### src/cache_defs.svh
`ifndef CACHE_DEFS_SVH
`define CACHE_DEFS_SVH

// ------------------------------------------------------------
// cache geometry
// ------------------------------------------------------------

// byte address width on both the CPU and memory ports.
`define CACHE_ADDR_W 32

// width of one CPU word and of one memory beat.
`define CACHE_DATA_W 32

// a line is one 4-beat burst.
`define CACHE_LINE_WORDS 4

`define CACHE_SETS 16

// age counters are sized from this, so keep it a power of two.
`define CACHE_WAYS 4

`endif
### src/cache_pkg.sv
`default_nettype none
`include "cache_defs.svh"

package cache_pkg;

  typedef logic [`CACHE_DATA_W-1:0]              word_t;
  typedef logic [`CACHE_DATA_W/8-1:0]            be_t;
  typedef logic [$clog2(`CACHE_SETS)-1:0]        index_t;
  typedef logic [$clog2(`CACHE_WAYS)-1:0]        way_t;
  typedef logic [$clog2(`CACHE_LINE_WORDS)-1:0]  word_off_t;
  typedef logic [$clog2(`CACHE_DATA_W/8)-1:0]    byte_off_t;
  typedef logic [`CACHE_ADDR_W-$bits(index_t)-$bits(word_off_t)-$bits(byte_off_t)-1:0] tag_t;

  typedef struct packed {
    tag_t      tag;
    index_t    index;
    word_off_t word_off;
    byte_off_t byte_off;
  } addr_fields_t;

  // flat byte address towards memory, split fields towards the stores.
  typedef union packed {
    logic [`CACHE_ADDR_W-1:0] flat;
    addr_fields_t             fields;
  } cache_addr_u;

  typedef struct packed {
    index_t    set;
    way_t      way;
    word_off_t word;
  } ds_addr_t;

  typedef struct packed {
    logic [`CACHE_ADDR_W-1:0] address;
    logic                     rd;
    logic                     wr;
    be_t                      be;
    word_t                    wdata;
  } cpu_req_t;

  typedef struct packed {
    logic [`CACHE_ADDR_W-1:0] address;
    logic [1:0]               burst_len; // beats minus one.
    logic                     rd;
    logic                     wr;
    word_t                    wdata;
  } mem_req_t;

  typedef enum logic [2:0] {
    st_idle,
    st_lookup,
    st_writeback,
    st_refill,
    st_respond
  } ctrl_state_t;

endpackage

`default_nettype wire

### src/cache_tag_store.sv
`timescale 1ns/100ps
`default_nettype none
`include "cache_defs.svh"

module cache_tag_store (
  input  wire logic              clock,
  input  wire logic              rst_n,
  input  wire cache_pkg::index_t index,
  input  wire cache_pkg::tag_t   lookup_tag,
  output logic                   hit,
  output cache_pkg::way_t        hit_way,
  output cache_pkg::way_t        victim_way,
  output cache_pkg::tag_t        victim_tag,
  output logic                   victim_dirty,
  input  wire logic              upd_en,
  input  wire cache_pkg::way_t   upd_way,
  input  wire logic              fill_en,
  input  wire logic              set_dirty
);

  cache_pkg::tag_t   tag_q   [`CACHE_SETS][`CACHE_WAYS];
  cache_pkg::way_t   age_q   [`CACHE_SETS][`CACHE_WAYS];
  logic [`CACHE_WAYS-1:0] valid_q [`CACHE_SETS];
  logic [`CACHE_WAYS-1:0] dirty_q [`CACHE_SETS];
  cache_pkg::index_t index_q;

  // ------------------------------------------------------------
  // lookup on the registered index
  // ------------------------------------------------------------

  always_comb begin
    hit     = 1'b0;
    hit_way = '0;
    for (int w = 0; w < `CACHE_WAYS; w++) begin
      if (valid_q[index_q][w] && tag_q[index_q][w] == lookup_tag) begin
        hit     = 1'b1;
        hit_way = cache_pkg::way_t'(w);
      end
    end
  end

  // an invalid way beats the oldest one, and the lowest invalid way wins.
  always_comb begin
    victim_way = '0;
    for (int w = 0; w < `CACHE_WAYS; w++) begin
      if (age_q[index_q][w] == '1) victim_way = cache_pkg::way_t'(w);
    end
    for (int w = `CACHE_WAYS - 1; w >= 0; w--) begin
      if (!valid_q[index_q][w]) victim_way = cache_pkg::way_t'(w);
    end
  end

  assign victim_tag   = tag_q[index_q][victim_way];
  assign victim_dirty = valid_q[index_q][victim_way] && dirty_q[index_q][victim_way];

  // ------------------------------------------------------------
  // updates
  // ------------------------------------------------------------

  always_ff @(posedge clock) begin
    index_q <= index;
    if (fill_en) tag_q[index_q][upd_way] <= lookup_tag;
  end

  always_ff @(posedge clock) begin
    if (!rst_n) begin
      for (int s = 0; s < `CACHE_SETS; s++) begin
        valid_q[s] <= '0;
        dirty_q[s] <= '0;
        for (int w = 0; w < `CACHE_WAYS; w++) begin
          age_q[s][w] <= cache_pkg::way_t'(w); // ages stay a permutation of the ways.
        end
      end
    end else begin
      if (fill_en) begin
        valid_q[index_q][upd_way] <= 1'b1;
        dirty_q[index_q][upd_way] <= 1'b0;
      end
      if (set_dirty) dirty_q[index_q][upd_way] <= 1'b1;
      if (upd_en) begin
        for (int w = 0; w < `CACHE_WAYS; w++) begin
          if (cache_pkg::way_t'(w) == upd_way) begin
            age_q[index_q][w] <= '0;
          end else if (age_q[index_q][w] < age_q[index_q][upd_way]) begin
            age_q[index_q][w] <= age_q[index_q][w] + 1'b1;
          end
        end
      end
    end
  end

endmodule

`default_nettype wire

### config.mk
export PLATFORM = sky130hd
export DESIGN_NAME = cache_tag_store
export DESIGN_NICKNAME = d
export VERILOG_FILES = /design/src/cache_pkg.sv /design/src/cache_tag_store.sv
export VERILOG_INCLUDE_DIRS = /design/src
export SDC_FILE = /design/constraint.sdc
export NUM_CORES = 2
export LEC_CHECK = 0
export ABC_AREA = 1
export BUFFER_PORTS_ARGS = -buffer_cell sky130_fd_sc_hd__clkbuf_2
export CAP_MARGIN = 15
export CORE_MARGIN = 2
export CORE_UTILIZATION = 30
export CTS_CLUSTER_DIAMETER = 30
export DETAILED_ROUTE_END_ITERATION = 8
export GPL_TIMING_DRIVEN = 1
export HOLD_SLACK_MARGIN = 0.1
export PLACE_DENSITY_LB_ADDON = 0.1
export SLEW_MARGIN = 20
export SYNTH_ARGS = -nofsm -noshare
export SYNTH_HDL_FRONTEND = slang
export SYNTH_SLANG_ARGS = --single-unit
### constraint.sdc
create_clock -name clock -period 5.1 [get_ports clock]
set_input_delay 0.255 -clock clock [delete_from_list [all_inputs] [get_ports clock]]
set_output_delay 0.255 -clock clock [all_outputs]
set_load 0.01 [all_outputs]
==> metrics.cfg <==
[outcome]
status = finished, violations left
violations = negative setup slack

[worst_setup_path]
startpoint_type = flop
path_class = flop to output pin
r2r-start = index_q[0]
regToRegEndpoint = age_q[12][4]
endpoint_kind = output pin
crit_top_cell = nand2_1
max_stage_delay_ns = 0.93
cp.arrival_ns = 4.91
cp_cell_sequence = buf_4 -> buf_4 -> buf_12 -> nand2_1 -> nand2_1 -> nand2_1 -> nand2_1 -> nand2_1 -> nand2_1 -> nor2_1 -> nand2_1 -> nand2_1 -> nor2_1 -> nand2_1 -> nor2_1 -> nand2_1 -> nor2_1 -> buf_4 -> nor2_1 -> nand2_1 -> clkbuf_2
cpMaxStageDelayCell = nor2_1
crit_fanout = 113
cp.required_ns = 4.85
r2r_setup_slack_ns = 1.04
worstRegToRegCells = 13

[clock_tree]
clk_pin_slew_ns = 0.04
cts_buffer_depth = 4
cts_tree = built
h-tree-depth = 5
clock-sinks = 1796
clkLatencyLatePin_ns = 1.03
numCtsBuffers = 465
ctsRootBufferMaster = clkbuf_16

[sta]
min_period_over_period_pct = 101
fin_worst_skew_ns = 0.109
fin_crit_ns = 5.16
final_max_slew_viol_count = 0
tightest_slew_ns = 1.18
hold_viol_final = 0
setup_ws_ns = -0.0637
fmax_ghz = 0.194
relSlewSlack_pct = 21.3
setup_viol = 1

[synth]
synthTopCellsByArea = edfxtp_1 (68%), nand2_1 (19%), nor2_1 (2.2%), dfxtp_1 (1.8%), nand3_1 (1.7%)
syn_nets = 7394
synth-seq-area-share_pct = 69.7
synthesis.area_um2 = 76400
synthFlopType = edfxtp_1
avgSynthCellArea_um2 = 10.4
syn_inst = 7352
ys_ff_latch = 1796
synth_area_leader_cell = edfxtp_1
synth_warnings = 0
synth_edf_count = 1728
synth_cell_type_count = 40
synthDominantCellAreaShare_pct = 67.9
synthArstFlopShare_pct = 0

[placement]
dpl_cell_area_um2 = 81000
gp_congestion = 0.939
dp_hpwl_mm = 176
port_buffers = 64
pre_cts_slack_ns = 0.353

[detailed_routing]
drtIter0Drc = 5051
final_antenna_net_count = 0
drc_errors = 0
num_vias = 56126
viasPerCell = 4.87
totalWireLength_mm = 299
wl_per_cell_um = 25.9
drt_pass1_iterations = 6

[finish]
layout_common_cells = nand2_1 (3788), edfxtp_1 (1728), clkbuf_16 (470), nor2_1 (376), nand3_1 (262)
mostFrequentLayoutCell = nand2_1
fin_area_um2 = 97300
syn2layout_area_growth_pct = 27.4
drive_above_1_share_pct = 14.1
nets = 7827

[pwr]
p_sw_share_pct = 22.7
p_clk_share_pct = 60.0
p_switching_w = 0.0107
irDropWorstVdd_mv = 0.323
pwr-share-seq_pct = 34.5
p_int_w = 0.0367
p_leak_nw = 37.9
pwr-share-comb_pct = 5.5
powerDensity_nw_per_um2 = 487

[floorplan]
rows = 185
ios = 65
die_w_um = 509
die_area_um2 = 259000
die_h_um = 509
core-area_um2 = 254000
initial_core_util_pct = 30.1

[global_routing]
grtUsageTotal_pct = 22.8
grt_busiest_layer = met2
antenna_found_initial = 15
grtUsageMet3_pct = 3.53
met1_usage_pct = 30.8
grt_pass1_wl_mm = 421
grt_max_degree = 135
overflow = 0
grtUsageMet2_pct = 36.5
grt_pass1_vias = 55243

[min_path]
hp-start = lookup_tag[3]
min_path_type = primary input to flop
hold_depth = 2
holdPathEnd = tag_q[5][27]

[job]
drv_cap = 0

[state kept, by name, summed over array words and instances (netlist names)]
register / flops
index_q: 4
valid_q: 64
age_q: 128
tag_q: 1536
dirty_q: 64
[area by class of cell]
cell class              count  area (um2)
inverters                 122         532
flip-flops and latches   1796       53300
fillers                 24937      156000
well taps                3366        4210
clock buffers             556       12200
diodes                     15        37.5
clock inverters           279        3140
multi-input cells        5053       20900
repair buffers            347        3080
[what timing repair did]
item | 4_1_cts | 5_1_grt
setup buffers | 20 | 7
endpoints found under the hold margin | 1091 | 0
hold buffers | 37 | 0
resized for setup | 41 | 28
pin swaps | 5 | 2
cloned | 2 | 0
endpoints found under the setup margin | 28 | 27
[synthesized netlist by cell type (all sizes together) (6+ instances only)]
cell    instances
a21oi          54
a22oi          45
buf           285
clkbuf         97
clkinv         10
dfxtp          68
edfxtp       1728
ha              7
inv           112
nand2        3812
nand3         272
nand4          56
nor2          481
nor3            6
o21ai         232
o22ai          78
[worst max-delay path, delay by kind of cell (launching register included)]
family | cells | cell delay (ns)
simple gates | 16 | 2.39
flops | 1 | 0.42
buf+inv | 5 | 0.85
[worst max-delay path by stage]
stage,start,to,cells after the start
finish,index_q[0],hit,21
global placement,index_q[0],victim_tag[12],20
floorplan,index_q[1],victim_tag[17],21
CTS,index_q[0],hit,18
global route,index_q[0],victim_tag[16],21
detailed placement,index_q[0],victim_tag[12],20
[logic make-up (layout without fill, tap and decap cells)]
group                    after synthesis  in the layout  share of synthesized area (%)
AO/OA/AOI/OAI                        414            414                           3.02
XOR/XNOR                               1              1                         0.0115
adder cells (fa/ha/maj)                7              7                          0.115
buffers and inverters                504           1304                           3.58
flip-flops                          1796           1796                           69.7
other                                  0             15                              0
AND/OR/NAND/NOR                     4630           4631                           23.6
[through the flow]
| step | instances | total power (W) | util (%) | hold WS [ns] | setup TNS (ns) |
|---|---|---|---|---|---|
| 2_1_floorplan | 7352 | 0.0179 | - | 0.283 | 0 |
| 3_3_place_gp | 10616 | 0.0191 | 31.9 | 0.383 | 0 |
| 3_5_place_dp | 10618 | 0.0191 | 31.9 | 0.384 | 0 |
| 4_1_cts | 11512 | 0.0478 | 38.3 | 0.201 | 0 |
| 5_1_grt | 11521 | 0.0488 | 38.4 | 0.234 | -0.00771 |
| 6_report | 11534 | 0.0474 | 38.4 | 0.268 | -0.0637 |
[layer usage]
metal  part of all wire, %  up-vias
met2                    46     1847
met3                   5.4      478
met5                0.0043        -
met1                    44    28168
li1                      -    25631
met4                   4.1        2
[power groups by stage]
stage	Sequential, W	Clock (W)	Combinational [W]
detailed placement	0.0166	0	0.00255
floorplan	0.0166	0	0.00128
finish	0.0164	0.0285	0.00262
CTS	0.0164	0.0288	0.00261
global route	0.0163	0.0297	0.00281
global placement	0.0166	0	0.00255
Note: power is estimated with default switching activity, not from simulation.
