--- src/cache_defs.svh ---
`ifndef CACHE_DEFS_SVH
`define CACHE_DEFS_SVH

// ------------------------------------------------------------
// cache geometry
// ------------------------------------------------------------

// byte address width on both the CPU and memory ports.
`define CACHE_ADDR_W 32

// width of one CPU word and of one memory beat.
`define CACHE_DATA_W 32

// a line is one 4-beat burst.
`define CACHE_LINE_WORDS 4

`define CACHE_SETS 16

// age counters are sized from this, so keep it a power of two.
`define CACHE_WAYS 4

`endif
--- src/cache_pkg.sv ---
`default_nettype none
`include "cache_defs.svh"

package cache_pkg;

  typedef logic [`CACHE_DATA_W-1:0]              word_t;
  typedef logic [`CACHE_DATA_W/8-1:0]            be_t;
  typedef logic [$clog2(`CACHE_SETS)-1:0]        index_t;
  typedef logic [$clog2(`CACHE_WAYS)-1:0]        way_t;
  typedef logic [$clog2(`CACHE_LINE_WORDS)-1:0]  word_off_t;
  typedef logic [$clog2(`CACHE_DATA_W/8)-1:0]    byte_off_t;
  typedef logic [`CACHE_ADDR_W-$bits(index_t)-$bits(word_off_t)-$bits(byte_off_t)-1:0] tag_t;

  typedef struct packed {
    tag_t      tag;
    index_t    index;
    word_off_t word_off;
    byte_off_t byte_off;
  } addr_fields_t;

  // flat byte address towards memory, split fields towards the stores.
  typedef union packed {
    logic [`CACHE_ADDR_W-1:0] flat;
    addr_fields_t             fields;
  } cache_addr_u;

  typedef struct packed {
    index_t    set;
    way_t      way;
    word_off_t word;
  } ds_addr_t;

  typedef struct packed {
    logic [`CACHE_ADDR_W-1:0] address;
    logic                     rd;
    logic                     wr;
    be_t                      be;
    word_t                    wdata;
  } cpu_req_t;

  typedef struct packed {
    logic [`CACHE_ADDR_W-1:0] address;
    logic [1:0]               burst_len; // beats minus one.
    logic                     rd;
    logic                     wr;
    word_t                    wdata;
  } mem_req_t;

  typedef enum logic [2:0] {
    st_idle,
    st_lookup,
    st_writeback,
    st_refill,
    st_respond
  } ctrl_state_t;

endpackage

`default_nettype wire

--- src/cache_ctrl.sv ---
`timescale 1ns/100ps
`default_nettype none
`include "cache_defs.svh"

module cache_ctrl (
  input  wire logic                clock,
  input  wire logic                rst_n,
  input  wire cache_pkg::cpu_req_t cpu_req,
  output cache_pkg::word_t         cpu_rd_data,
  output logic                     cpu_waitrequest,
  output cache_pkg::mem_req_t      mem_req,
  input  wire cache_pkg::word_t    mem_rd_data,
  input  wire logic                mem_rd_valid,
  input  wire logic                mem_waitrequest,
  output cache_pkg::index_t        index,
  output cache_pkg::tag_t          lookup_tag,
  input  wire logic                hit,
  input  wire cache_pkg::way_t     hit_way,
  input  wire cache_pkg::way_t     victim_way,
  input  wire cache_pkg::tag_t     victim_tag,
  input  wire logic                victim_dirty,
  output logic                     upd_en,
  output cache_pkg::way_t          upd_way,
  output logic                     fill_en,
  output logic                     set_dirty,
  output cache_pkg::ds_addr_t      rd_addr,
  input  wire cache_pkg::word_t    rd_data,
  output logic                     wr_en,
  output cache_pkg::ds_addr_t      wr_addr,
  output cache_pkg::be_t           wr_be,
  output cache_pkg::word_t         wr_data
);

  cache_pkg::cache_addr_u req_addr;
  cache_pkg::cache_addr_u line_addr;
  cache_pkg::ctrl_state_t state_q, state_d;
  cache_pkg::way_t        way_q;
  cache_pkg::word_off_t   beat_q;
  logic                   rd_issued_q;
  logic                   wb_beat;
  logic                   fill_beat;
  logic                   last_beat;

  // the CPU holds its request until completion, so it is decoded directly.
  assign req_addr.flat = cpu_req.address;
  assign index         = req_addr.fields.index;
  assign lookup_tag    = req_addr.fields.tag;

  assign wb_beat   = state_q == cache_pkg::st_writeback && !mem_waitrequest;
  assign fill_beat = state_q == cache_pkg::st_refill && mem_rd_valid;
  assign last_beat = beat_q == '1;

  // ------------------------------------------------------------
  // state machine
  // ------------------------------------------------------------

  always_comb begin
    state_d = state_q;
    case (state_q)
      cache_pkg::st_idle:      if (cpu_req.rd || cpu_req.wr) state_d = cache_pkg::st_lookup;
      cache_pkg::st_lookup: begin
        if (hit)               state_d = cache_pkg::st_respond;
        else if (victim_dirty) state_d = cache_pkg::st_writeback;
        else                   state_d = cache_pkg::st_refill;
      end
      cache_pkg::st_writeback: if (wb_beat && last_beat) state_d = cache_pkg::st_refill;
      cache_pkg::st_refill:    if (fill_beat && last_beat) state_d = cache_pkg::st_lookup;
      cache_pkg::st_respond:   state_d = cache_pkg::st_idle;
      default:                 state_d = cache_pkg::st_idle;
    endcase
  end

  always_ff @(posedge clock) begin
    if (!rst_n) begin
      state_q     <= cache_pkg::st_idle;
      beat_q      <= '0;
      rd_issued_q <= 1'b0;
    end else begin
      state_q <= state_d;
      if (wb_beat || fill_beat) beat_q <= beat_q + 1'b1; // wraps to zero after each burst.
      if (state_q != cache_pkg::st_refill) begin
        rd_issued_q <= 1'b0;
      end else if (mem_req.rd && !mem_waitrequest) begin
        rd_issued_q <= 1'b1;
      end
    end
  end

  // hit way on a hit, line to replace on a miss.
  always_ff @(posedge clock) begin
    if (state_q == cache_pkg::st_lookup) way_q <= hit ? hit_way : victim_way;
  end

  // ------------------------------------------------------------
  // data store access
  // ------------------------------------------------------------

  // a dirty miss reads victim word 0 during lookup, then one word ahead per accepted beat.
  always_comb begin
    rd_addr.set  = index;
    rd_addr.way  = way_q;
    rd_addr.word = beat_q;
    if (state_q == cache_pkg::st_lookup) begin
      rd_addr.way  = hit ? hit_way : victim_way;
      rd_addr.word = hit ? req_addr.fields.word_off : beat_q;
    end else if (wb_beat) begin
      rd_addr.word = beat_q + 1'b1;
    end
  end

  assign wr_en        = fill_beat || (state_q == cache_pkg::st_respond && cpu_req.wr);
  assign wr_addr.set  = index;
  assign wr_addr.way  = way_q;
  assign wr_addr.word = fill_beat ? beat_q : req_addr.fields.word_off;
  assign wr_be        = fill_beat ? '1 : cpu_req.be;
  assign wr_data      = fill_beat ? mem_rd_data : cpu_req.wdata;

  // ------------------------------------------------------------
  // tag store, CPU and memory ports
  // ------------------------------------------------------------

  assign upd_en    = state_q == cache_pkg::st_respond;
  assign upd_way   = way_q;
  assign fill_en   = fill_beat && last_beat;
  assign set_dirty = state_q == cache_pkg::st_respond && cpu_req.wr;

  assign cpu_waitrequest = state_q != cache_pkg::st_respond;
  assign cpu_rd_data     = rd_data;

  always_comb begin
    line_addr.fields.tag      = req_addr.fields.tag;
    line_addr.fields.index    = index;
    line_addr.fields.word_off = '0;
    line_addr.fields.byte_off = '0;
    if (state_q == cache_pkg::st_writeback) line_addr.fields.tag = victim_tag;
  end

  always_comb begin
    mem_req           = '0;
    mem_req.address   = line_addr.flat;
    mem_req.burst_len = 2'(`CACHE_LINE_WORDS - 1);
    mem_req.rd        = state_q == cache_pkg::st_refill && !rd_issued_q;
    mem_req.wr        = state_q == cache_pkg::st_writeback;
    mem_req.wdata     = rd_data;
  end

endmodule

`default_nettype wire

--- config.mk ---
export PLATFORM = sky130hd
export DESIGN_NAME = cache_ctrl
export DESIGN_NICKNAME = d
export VERILOG_FILES = /design/src/cache_pkg.sv /design/src/cache_ctrl.sv
export VERILOG_INCLUDE_DIRS = /design/src
export SDC_FILE = /design/constraint.sdc
export NUM_CORES = 1
export LEC_CHECK = 0
export ABC_AREA = 1
export BUFFER_PORTS_ARGS = -buffer_cell sky130_fd_sc_hd__buf_2
export CELL_PAD_IN_SITES_DETAIL_PLACEMENT = 0
export CELL_PAD_IN_SITES_GLOBAL_PLACEMENT = 1
export CORE_AREA = 3 3 138 140
export CTS_CLUSTER_DIAMETER = 150
export DETAILED_ROUTE_END_ITERATION = 10
export DIE_AREA = 0 0 141 143
export GPL_ROUTABILITY_DRIVEN = 0
export PLACE_DENSITY_LB_ADDON = 0.1
export SLEW_MARGIN = 20
export SYNTH_ARGS = -nofsm -noshare
export SYNTH_HDL_FRONTEND = slang
export SYNTH_SLANG_ARGS = --single-unit
export TNS_END_PERCENT = 30
--- constraint.sdc ---
create_clock -name clock -period 2.85 [get_ports clock]
set_clock_uncertainty 0.15 [all_clocks]
set_input_delay 0.57 -clock clock [delete_from_list [all_inputs] [get_ports clock]]
set_output_delay 0.57 -clock clock [all_outputs]
set_load 0.005 [all_outputs]
==> results of run 1 <==
cell type report:
type / count / area (µm²)
Fill cell: 2147 / 15200
Inverter: 17 / 63.8
Tap cell: 229 / 287
Multi-Input combinational cell: 244 / 978
Clock buffer: 3 / 75.1
Sequential cell: 8 / 160
Timing Repair Buffer: 235 / 1190
through the flow:
stage,hold WS [ns],std cells,setup slack [ns],utilization
floorplan,0.325,393,0.991,-
global placement,0.363,733,0.519,0.149
detailed placement,0.356,733,0.484,0.149
CTS,0.368,736,0.450,0.153
global route,0.428,736,0.312,0.153
finish,0.361,736,0.536,0.153
worst paths after layout:
path         startpoint           to  depth (start not counted)  slack (ns)
max          state_q[2]  wr_data[22]                          8        0.54
max reg2reg  state_q[1]    beat_q[1]                          6        1.31
min          upd_way[1]   upd_way[1]                          2        0.36
min reg2reg  upd_way[1]   upd_way[1]                          2        0.36
metal layers:
| metal | track usage | vias up | wire length (µm) |
|---|---|---|---|
| li1 | - | 1281 | - |
| met1 | 0.0734 | 1024 | 2810 |
| met2 | 0.150 | 194 | 4420 |
| met3 | 0.0248 | 23 | 1070 |
| met4 | 0.0189 | 0 | 119 |
| met5 | 0 | - | 0 |
synth_stat cells, drive strengths merged:
cell and number:
nand2 192, buf 123, nor2 21, inv 17, nand3 9, dfxtp 8
o21ai 7, or2 4, conb 2, nor3 2, a21oi 1, clkbuf 1
ha 1, nand4 1
worst max-delay path, delay by kind of cell, from the launching register on:
kind / cells / cell delay, ns
buffers and inverters: 4 / 0.66
flip-flops: 1 / 0.37
AND/OR/NAND/NOR: 4 / 0.32
state kept, by name (all words and copies together) (netlist names):
name,flops
state_q,3
beat_q,2
upd_way,2
rd_issued_q,1
cells by family (layout without fill, tap and decap cells):
kind of cell / after synthesis / after routing / synth area share
other cells: 2 / 6 / 0.00352
compound gates: 8 / 8 / 0.0188
flops: 8 / 8 / 0.0751
buf+inv: 141 / 255 / 0.473
fa+ha+maj: 1 / 1 / 0.00587
simple gates: 229 / 229 / 0.424
power breakdown:
part	leakage (nW)	total, mW	internal, mW	switching, mW
sequential	0.0659	0.161	0.139	0.0220
combinational	1.67	0.555	0.259	0.296
clock	0.0370	0.236	0.181	0.0548
total	1.77	0.952	0.579	0.373
==> metrics.txt, run 1 <==
status completed; Synth Warn # 0; flops & latches, synth 8; Pre-antenna DRT Iters 4; Total Routing Usage GR 0.0750; Die Height between 100 and 150 µm; Max IR drop VDD 0.145 mV; Design Area, Final roughly 2800 µm²; synth top area cells buf_4 40%, nand2_1 34%, dfxtp_1 7.5%, nor2_1 3.2%, buf_6 3.2%; CP startpoint kind flop; Worst path max stage delay ~0.37 ns; area post-placement 2680 µm²; Leak 1.77 nW; H-tree depth 1; Antenna Diode Count 0; Remaining Overflow, GRT 0; most frequent cells in the layout 230 x buf_2, 192 x nand2_1, 18 x nor2_1; initial antenna violation count 0; Avg Cell Area, Syn 5.48 µm²; post_cts resized 0; Synth top area share 0.405; final setup fails 0; min Tclk post-route about 2.3 ns; Highest Clock Rate 432 MHz; Slowest-stage cell, CP dfxtp_1; crit-path most repeated cell nand2_1; post-synthesis sequential area ratio 0.0751; Tot Pwr 0.952 mW; core footprint 18000 µm²; count of pins over their slew limit 0; Nets 678; total CTS buffers 3; Hold Crit Class flop to flop; CP cell instances inv_2, nand3_2, nor2_2, inv_1, buf_4, nand2_1, nand2_1, buf_2; DRT iter0 DRCs 30; DR vias 2522; I/O pin cnt 355; Netlist Area Pre-Place 2130 µm²; Synth cell types 19; CP max FO 22; Crit. End Element primary output; endpoints failing hold 0; Pwr per Cell Area roughly 350 nW/µm²; postcts setup bufs 0; Period Utilization, post-route 0.812; routed wire length between 8000 and 9000 µm; Setup Total Neg Slack 0 ns; Clock Sink Count 8; area delta synth->final 29.1%; WL/cell 11.4 µm; largest net degree at the start of global routing 38; post-route ant nets 0; WS Path Type flop to primary output; DRC Markers 0; cts hold-fix bufs 0; clock root buffer clkbuf_16; WP data required 2.13 ns; Clock Latency Late Sink 0.23 ns; Final HPWL DP 7470 µm; Die Width about 140 µm; Via density 3.43; layout cell share with drive strength beyond 1 0.493; starting density of the core 0.119; row cnt 49; CTS tree done; count of buffers from port buffering 230; Clock transition at path regs roughly 0.040 ns; Arrival @ worst endpoint 1.59 ns; first-pass GRT wire length 12300 µm; Longest Clk Path Bufs 2; RSZ-0062 raised after global routing false; Die ar. 20200 µm²; Synth area leader buf_4; vias in the first global route roughly 2.5k; Post-Syn Instances about 390; most common cell after layout, fill and taps aside buf_2; max-cap violation count 0
(Power assumes the default switching activity.)
==> inputs of run 2 (changes only) <==
ABC_AREA = 0   (was 1)
CORE_AREA = 3 3 137 139   (was 3 3 138 140)
DIE_AREA = 0 0 140 142   (was 0 0 141 143)
clock period = 1.9 ns   (was 2.85 ns; I/O delays follow)
==> metrics.txt, run 2 <==
min Tclk post-route 2.11 ns; Synth area leader buf_4; Slowest-stage cell, CP dfxtp_4; first-pass GRT wire length 12200 µm; Die Height 142 µm; EDFF count, synth 0; Period Utilization, post-route 1.11; Post-Synth Adder-Cell Area 0.00599; flops & latches, synth 8; post-route ant nets 0; total CTS buffers 3; Clock Latency Late Sink 0.23 ns; layout cell share with drive strength beyond 1 0.836; synth top area cells buf_4 42%, mux2_2 30%, dfxtp_1 7.7%, mux2i_1 1.9%, nand2b_1 1.8%; ys async rst share 0; H-tree depth 1; worst setup margin -0.205 ns; DRT iter0 DRCs 37; core footprint 17800 µm²; Post-Syn Instances between 200 and 250; most common cell after layout, fill and taps aside buf_2; Tot Pwr 1.26 mW; cells on worst reg2reg path 4; Netlist Area Pre-Place 2090 µm²; endpoints failing hold 0; Avg Cell Area, Syn ~8.7 µm²; Commonest cells post-synth 118 x buf_4, 55 x mux2_2, 10 x nor2_1; I/O pin cnt 355; row cnt slightly below 50; most frequent cell after synthesis buf_4; combinational power share 0.530; most frequent cells in the layout 216 x buf_2, 40 x mux2_2, 18 x buf_6; status finished, violations left; Clock transition at path regs 0.04 ns; Synth top area share 0.424; final setup fails between 60 and 70; Leak 1.65 nW; count of pins over their slew limit 0; top_reg_cell synth dfxtp_1; failing checks negative setup slack; Reg area around 170 µm²; Highest Clock Rate 475 MHz; post-synthesis sequential area ratio 0.0766; starting density of the core 0.118; Hold Crit Class primary input to flop; Nets 550; CP cell instances nor3b_4, buf_6, clkbuf_16, mux2_4, buf_6; CTS tree done; Die Width 140 µm; pre-CTS WS -0.0545 ns; post-synthesis mux area share 0.332; Remaining Overflow, GRT 0; count of buffers from port buffering 230; Total Routing Usage GR 0.0790; Worst path max stage delay 0.37 ns; WP data required ~1.4 ns; clock root buffer clkbuf_16; WS Path Type flop to primary output; largest family of logic cells by synthesized area buffers and inverters; clock power share 0.295; Sw Ratio 0.304; Fill cells a little over 2k; Clock Sink Count 8; worst hold path cell count 4; max-cap violation count 0; largest net degree at the start of global routing 24; crit-path most repeated cell buf_6; Setup Total Neg Slack -8.86 ns; vias in the first global route 2105; Synth cell types 27; Arrival @ worst endpoint 1.58 ns; Longest Clk Path Bufs 2; initial antenna violation count 0; Crit. End Element primary output; net switching power 0.382 mW; Pwr per Cell Area 406 nW/µm²; number of flip-flops in the largest register 3; Synth Area in Compound Gates 0.0281; final hold slack 0.290 ns; Die ar. 19900 µm²; Antenna Diode Count 0; routed wire length 8760 µm; R2R setup slack 0.40 ns; Post-Synth XOR/XNOR Area 0; CP startpoint kind flop; RSZ-0062 raised after global routing true; fin util 0.174; Simple-Gate Fraction of Synth Area 0.110; CP max FO 6; area used by multi-input combinational logic 1080 µm²; DR vias 2043; area delta synth->final 48.1%; DRC Markers 0; Via density approximately 3.4; sequential share of power 0.175; Int Power slightly below 0.9 mW; WL/cell roughly 14 µm; Final HPWL DP between 7000 and 8000 µm; Biggest register state_q; Synth Warn # 0; Pre-antenna DRT Iters 4; Max IR drop VDD 0.238 mV
## run 2: changes by cell type in the layout (fill, tap and decap cells not counted), moves of 4 or more
cell,previous run,this run
nand2_1,192,6
mux2_2,0,40
buf_6,0,18
mux2_4,0,16
buf_2,230,216
inv_1,14,5
buf_4,5,13
nor2_1,18,10
nand2b_1,0,6
nand3_1,7,1
o21ai_0,7,1
mux2i_1,0,4
or2_2,4,0
## run 2: what timing repair did
action / in CTS / in global routing
hold buffers: 0 / 0
gates resized for setup: 11 / 29
cloned: 1 / 1
pin swaps: 1 / 1
buffers inserted: 2 / 0
setup endpoints to repair: 71 / 66
## run 2: cells by family (layout without fill, tap and decap cells)
group,Yosys count,count (layout)
flip-flops,8,8
buffers and inverters,125,259
adder cells (fa/ha/maj),1,1
AND/OR/NAND/NOR,34,34
other,2,6
AO/OA/AOI/OAI,9,9
multiplexers,62,62
## run 2: path summary, 6_finish.rpt
path,from,endpoint
hold / removal,victim_dirty,state_q[0]
setup / recovery,state_q[1],mem_req[60]
hold reg to reg,beat_q[1],beat_q[1]
setup reg to reg,state_q[0],state_q[1]
## run 2: worst max-delay path, delay by kind of cell, from the launching register on
kind,cells,cell delay (ns)
AND/OR/NAND/NOR,1,0.23
multiplexers,1,0.30
buffers and inverters,3,0.43
flip-flops,1,0.37
## run 2: layout make-up
type / count / share of cell area
multi-input combinational: 112 / 0.350
sequential: 8 / 0.0538
tap: 229 / 0.0926
timing repair buffer: 251 / 0.474
clock buffer: 3 / 0.0243
inverter: 5 / 0.00606
## run 2: metrics by stage
| step | cell area (µm²) | cells |
|---|---|---|
| floorplan | 2100 | 245 |
| global placement | 2810 | 602 |
| detailed placement | 2810 | 602 |
| CTS | 2960 | 608 |
| global route | 3100 | 608 |
| finish | 3100 | 608 |
## run 2: metal layers
metal | GRT usage | share of wire | up-vias
met5 | 0 | 0 | -
met4 | 0.0296 | 0.033 | 0
met3 | 0.0272 | 0.10 | 29
met2 | 0.154 | 0.53 | 160
met1 | 0.0764 | 0.33 | 890
li1 | - | - | 964
## run 2: power by group through the flow
| stage | sequential (mW) | combinational [mW] | clock [mW] |
|---|---|---|---|
| floorplan | 0.211 | 0.433 | 0 |
| global placement | 0.222 | 0.606 | 0 |
| detailed placement | 0.222 | 0.606 | 0 |
| CTS | 0.221 | 0.631 | 0.388 |
| global route | 0.225 | 0.733 | 0.393 |
| finish | 0.220 | 0.666 | 0.370 |
==> inputs of run 3 (changes only) <==
==> constraint.sdc (replaced) <==
create_clock -name clock -period 1.9 [get_ports clock]
set_clock_uncertainty 0.15 [all_clocks]
set_input_delay 0.095 -clock clock [delete_from_list [all_inputs] [get_ports clock]]
set_output_delay 0.095 -clock clock [all_outputs]
set_load 0.005 [all_outputs]
==> metrics.txt, run 3 (synthesis results as in run 2) <==
CTS tree done; CP cell instances nor3b_4, buf_12, mux2_2, buf_2; WL/cell 13.7 µm; final hold slack about 0.035 ns; Remaining Overflow, GRT 0; Longest Clk Path Bufs 2; total CTS buffers 3; Leak 1.51 nW; sequential share of power 0.188; Top Family by Delay on Critical Path flip-flops; combinational power share 0.493; endpoints failing hold 0; r2r endpoint beat_q[0]; Final HPWL DP 7360 µm; Setup Total Neg Slack 0 ns; Biggest register state_q; initial antenna violation count 0; max-cap violation count 0; Worst path max stage delay 0.37 ns; WS Path Type flop to primary output; worst hold path cell count 3; Int Power between 0.8 and 0.9 mW; net switching power around 0.36 mW; pre-CTS WS 0.211 ns; count of buffers from port buffering 230; post-route ant nets 0; Pre-antenna DRT Iters 4; Die ar. 19900 µm²; Via density 3.34; DRT iter0 DRCs 35; Die Height 142 µm; Clock Latency Late Sink about 0.23 ns; Worst Path Buf+Inv 2; routed wire length 8180 µm; DRC Markers 0; Design Area, Final around 2800 µm²; Antenna Diode Count 0; most common cell after layout, fill and taps aside buf_2; count of pins over their slew limit 0; layout cell share with drive strength beyond 1 0.827; worst setup margin 0.110 ns; Period Utilization, post-route 0.942; clock root buffer clkbuf_16; hold path start rst_n; Highest Clock Rate approximately 560 MHz; Die Width 140 µm; Max IR drop VDD 0.247 mV; most frequent cells in the layout 230 x buf_2, 55 x mux2_2, 10 x nor2_1; I/O pin cnt 355; first-pass GRT wire length between 10000 and 15000 µm; Slowest-stage cell, CP dfxtp_4; WP data required 1.65 ns; RSZ-0062 raised after global routing false; starting density of the core 0.118; cells on worst reg2reg path 5; Crit. End Element primary output; number of flip-flops in the largest register 3; Clock transition at path regs 0.04 ns; Pwr per Cell Area approximately 410 nW/µm²; row cnt 49; Placed Cells 591; clock power share 0.319; CP max FO 25; area post-placement 2720 µm²; final setup fails 0; Final Instance Count excl. Fillers between 500 and 600; H-tree depth 1; area delta synth->final 36.1%; RR Startpoint state_q[1]; Fill cells between 2k and 2.5k; CP startpoint kind flop; largest net degree at the start of global routing 26; Clock Sink Count 8; Hold Crit Class primary input to flop; R2R setup slack 0.49 ns; core footprint 17800 µm²; Sw Ratio 0.307; Arrival @ worst endpoint 1.55 ns; status completed; Nets 540; DR vias 1998; Hold Path End rd_issued_q; min Tclk post-route 1.79 ns; Total Routing Usage GR 0.0747; vias in the first global route 2040
## run 3: worst reg2reg max path: cells and delay by family, from the launching register on
kind	cells	cell delay [ns]
buffers and inverters	2	0.30
muxes	1	0.20
and+or+nand+nor	2	0.33
DFF	1	0.35
## run 3: per-stage QoR
stage | power [mW] | utilization
6_report | 1.16 | 0.160
5_1_grt | 1.26 | 0.160
4_1_cts | 1.20 | 0.159
3_5_place_dp | 0.802 | 0.153
3_3_place_gp | 0.808 | 0.153
2_1_floorplan | 0.644 | -
## run 3: power by group through the flow
| stage | sequential [mW] | combinational [mW] | clock, mW |
|---|---|---|---|
| final | 0.218 | 0.573 | 0.371 |
| after global routing | 0.224 | 0.639 | 0.395 |
| after CTS | 0.220 | 0.586 | 0.390 |
| after detailed placement | 0.222 | 0.581 | 0 |
| after global placement | 0.223 | 0.585 | 0 |
| after floorplan | 0.211 | 0.433 | 0 |
## run 3: timing repair
item                                   CTS  global route
endpoints found under the hold margin    1             0
setup buffers                            2             1
cloned                                   0             0
pin swaps                                0             1
setup endpoints to repair               51            12
hold buffers                             1             0
resized for setup                        2             4
## run 3: worst max path at each step
stage,from,to,cells past startpoint
2_1_floorplan,state_q[1],mem_req[57],4
3_3_place_gp,state_q[0],wr_data[18],4
3_5_place_dp,state_q[0],wr_data[23],4
4_1_cts,state_q[2],wr_data[23],4
5_1_grt,state_q[0],rd_addr[3],6
6_report,state_q[1],mem_req[63],4
## run 3: layer usage
metal / track usage / vias up / part of all wire
li1: - / 943 / -
met1: 0.0677 / 865 / 0.30
met2: 0.150 / 161 / 0.54
met3: 0.0286 / 29 / 0.13
met4: 0.0265 / 0 / 0.036
met5: 0 / - / 0
## run 3: cell type report
| cell class | count | area, µm² | share of cell area |
|---|---|---|---|
| Timing Repair Buffer | 241 | 1270 | 0.448 |
| Multi-Input combinational cell | 112 | 1020 | 0.359 |
| Tap cell | 229 | 287 | 0.101 |
| Sequential cell | 8 | 169 | 0.0594 |
| Clock buffer | 3 | 75.1 | 0.0264 |
| Inverter | 5 | 18.8 | 0.00660 |
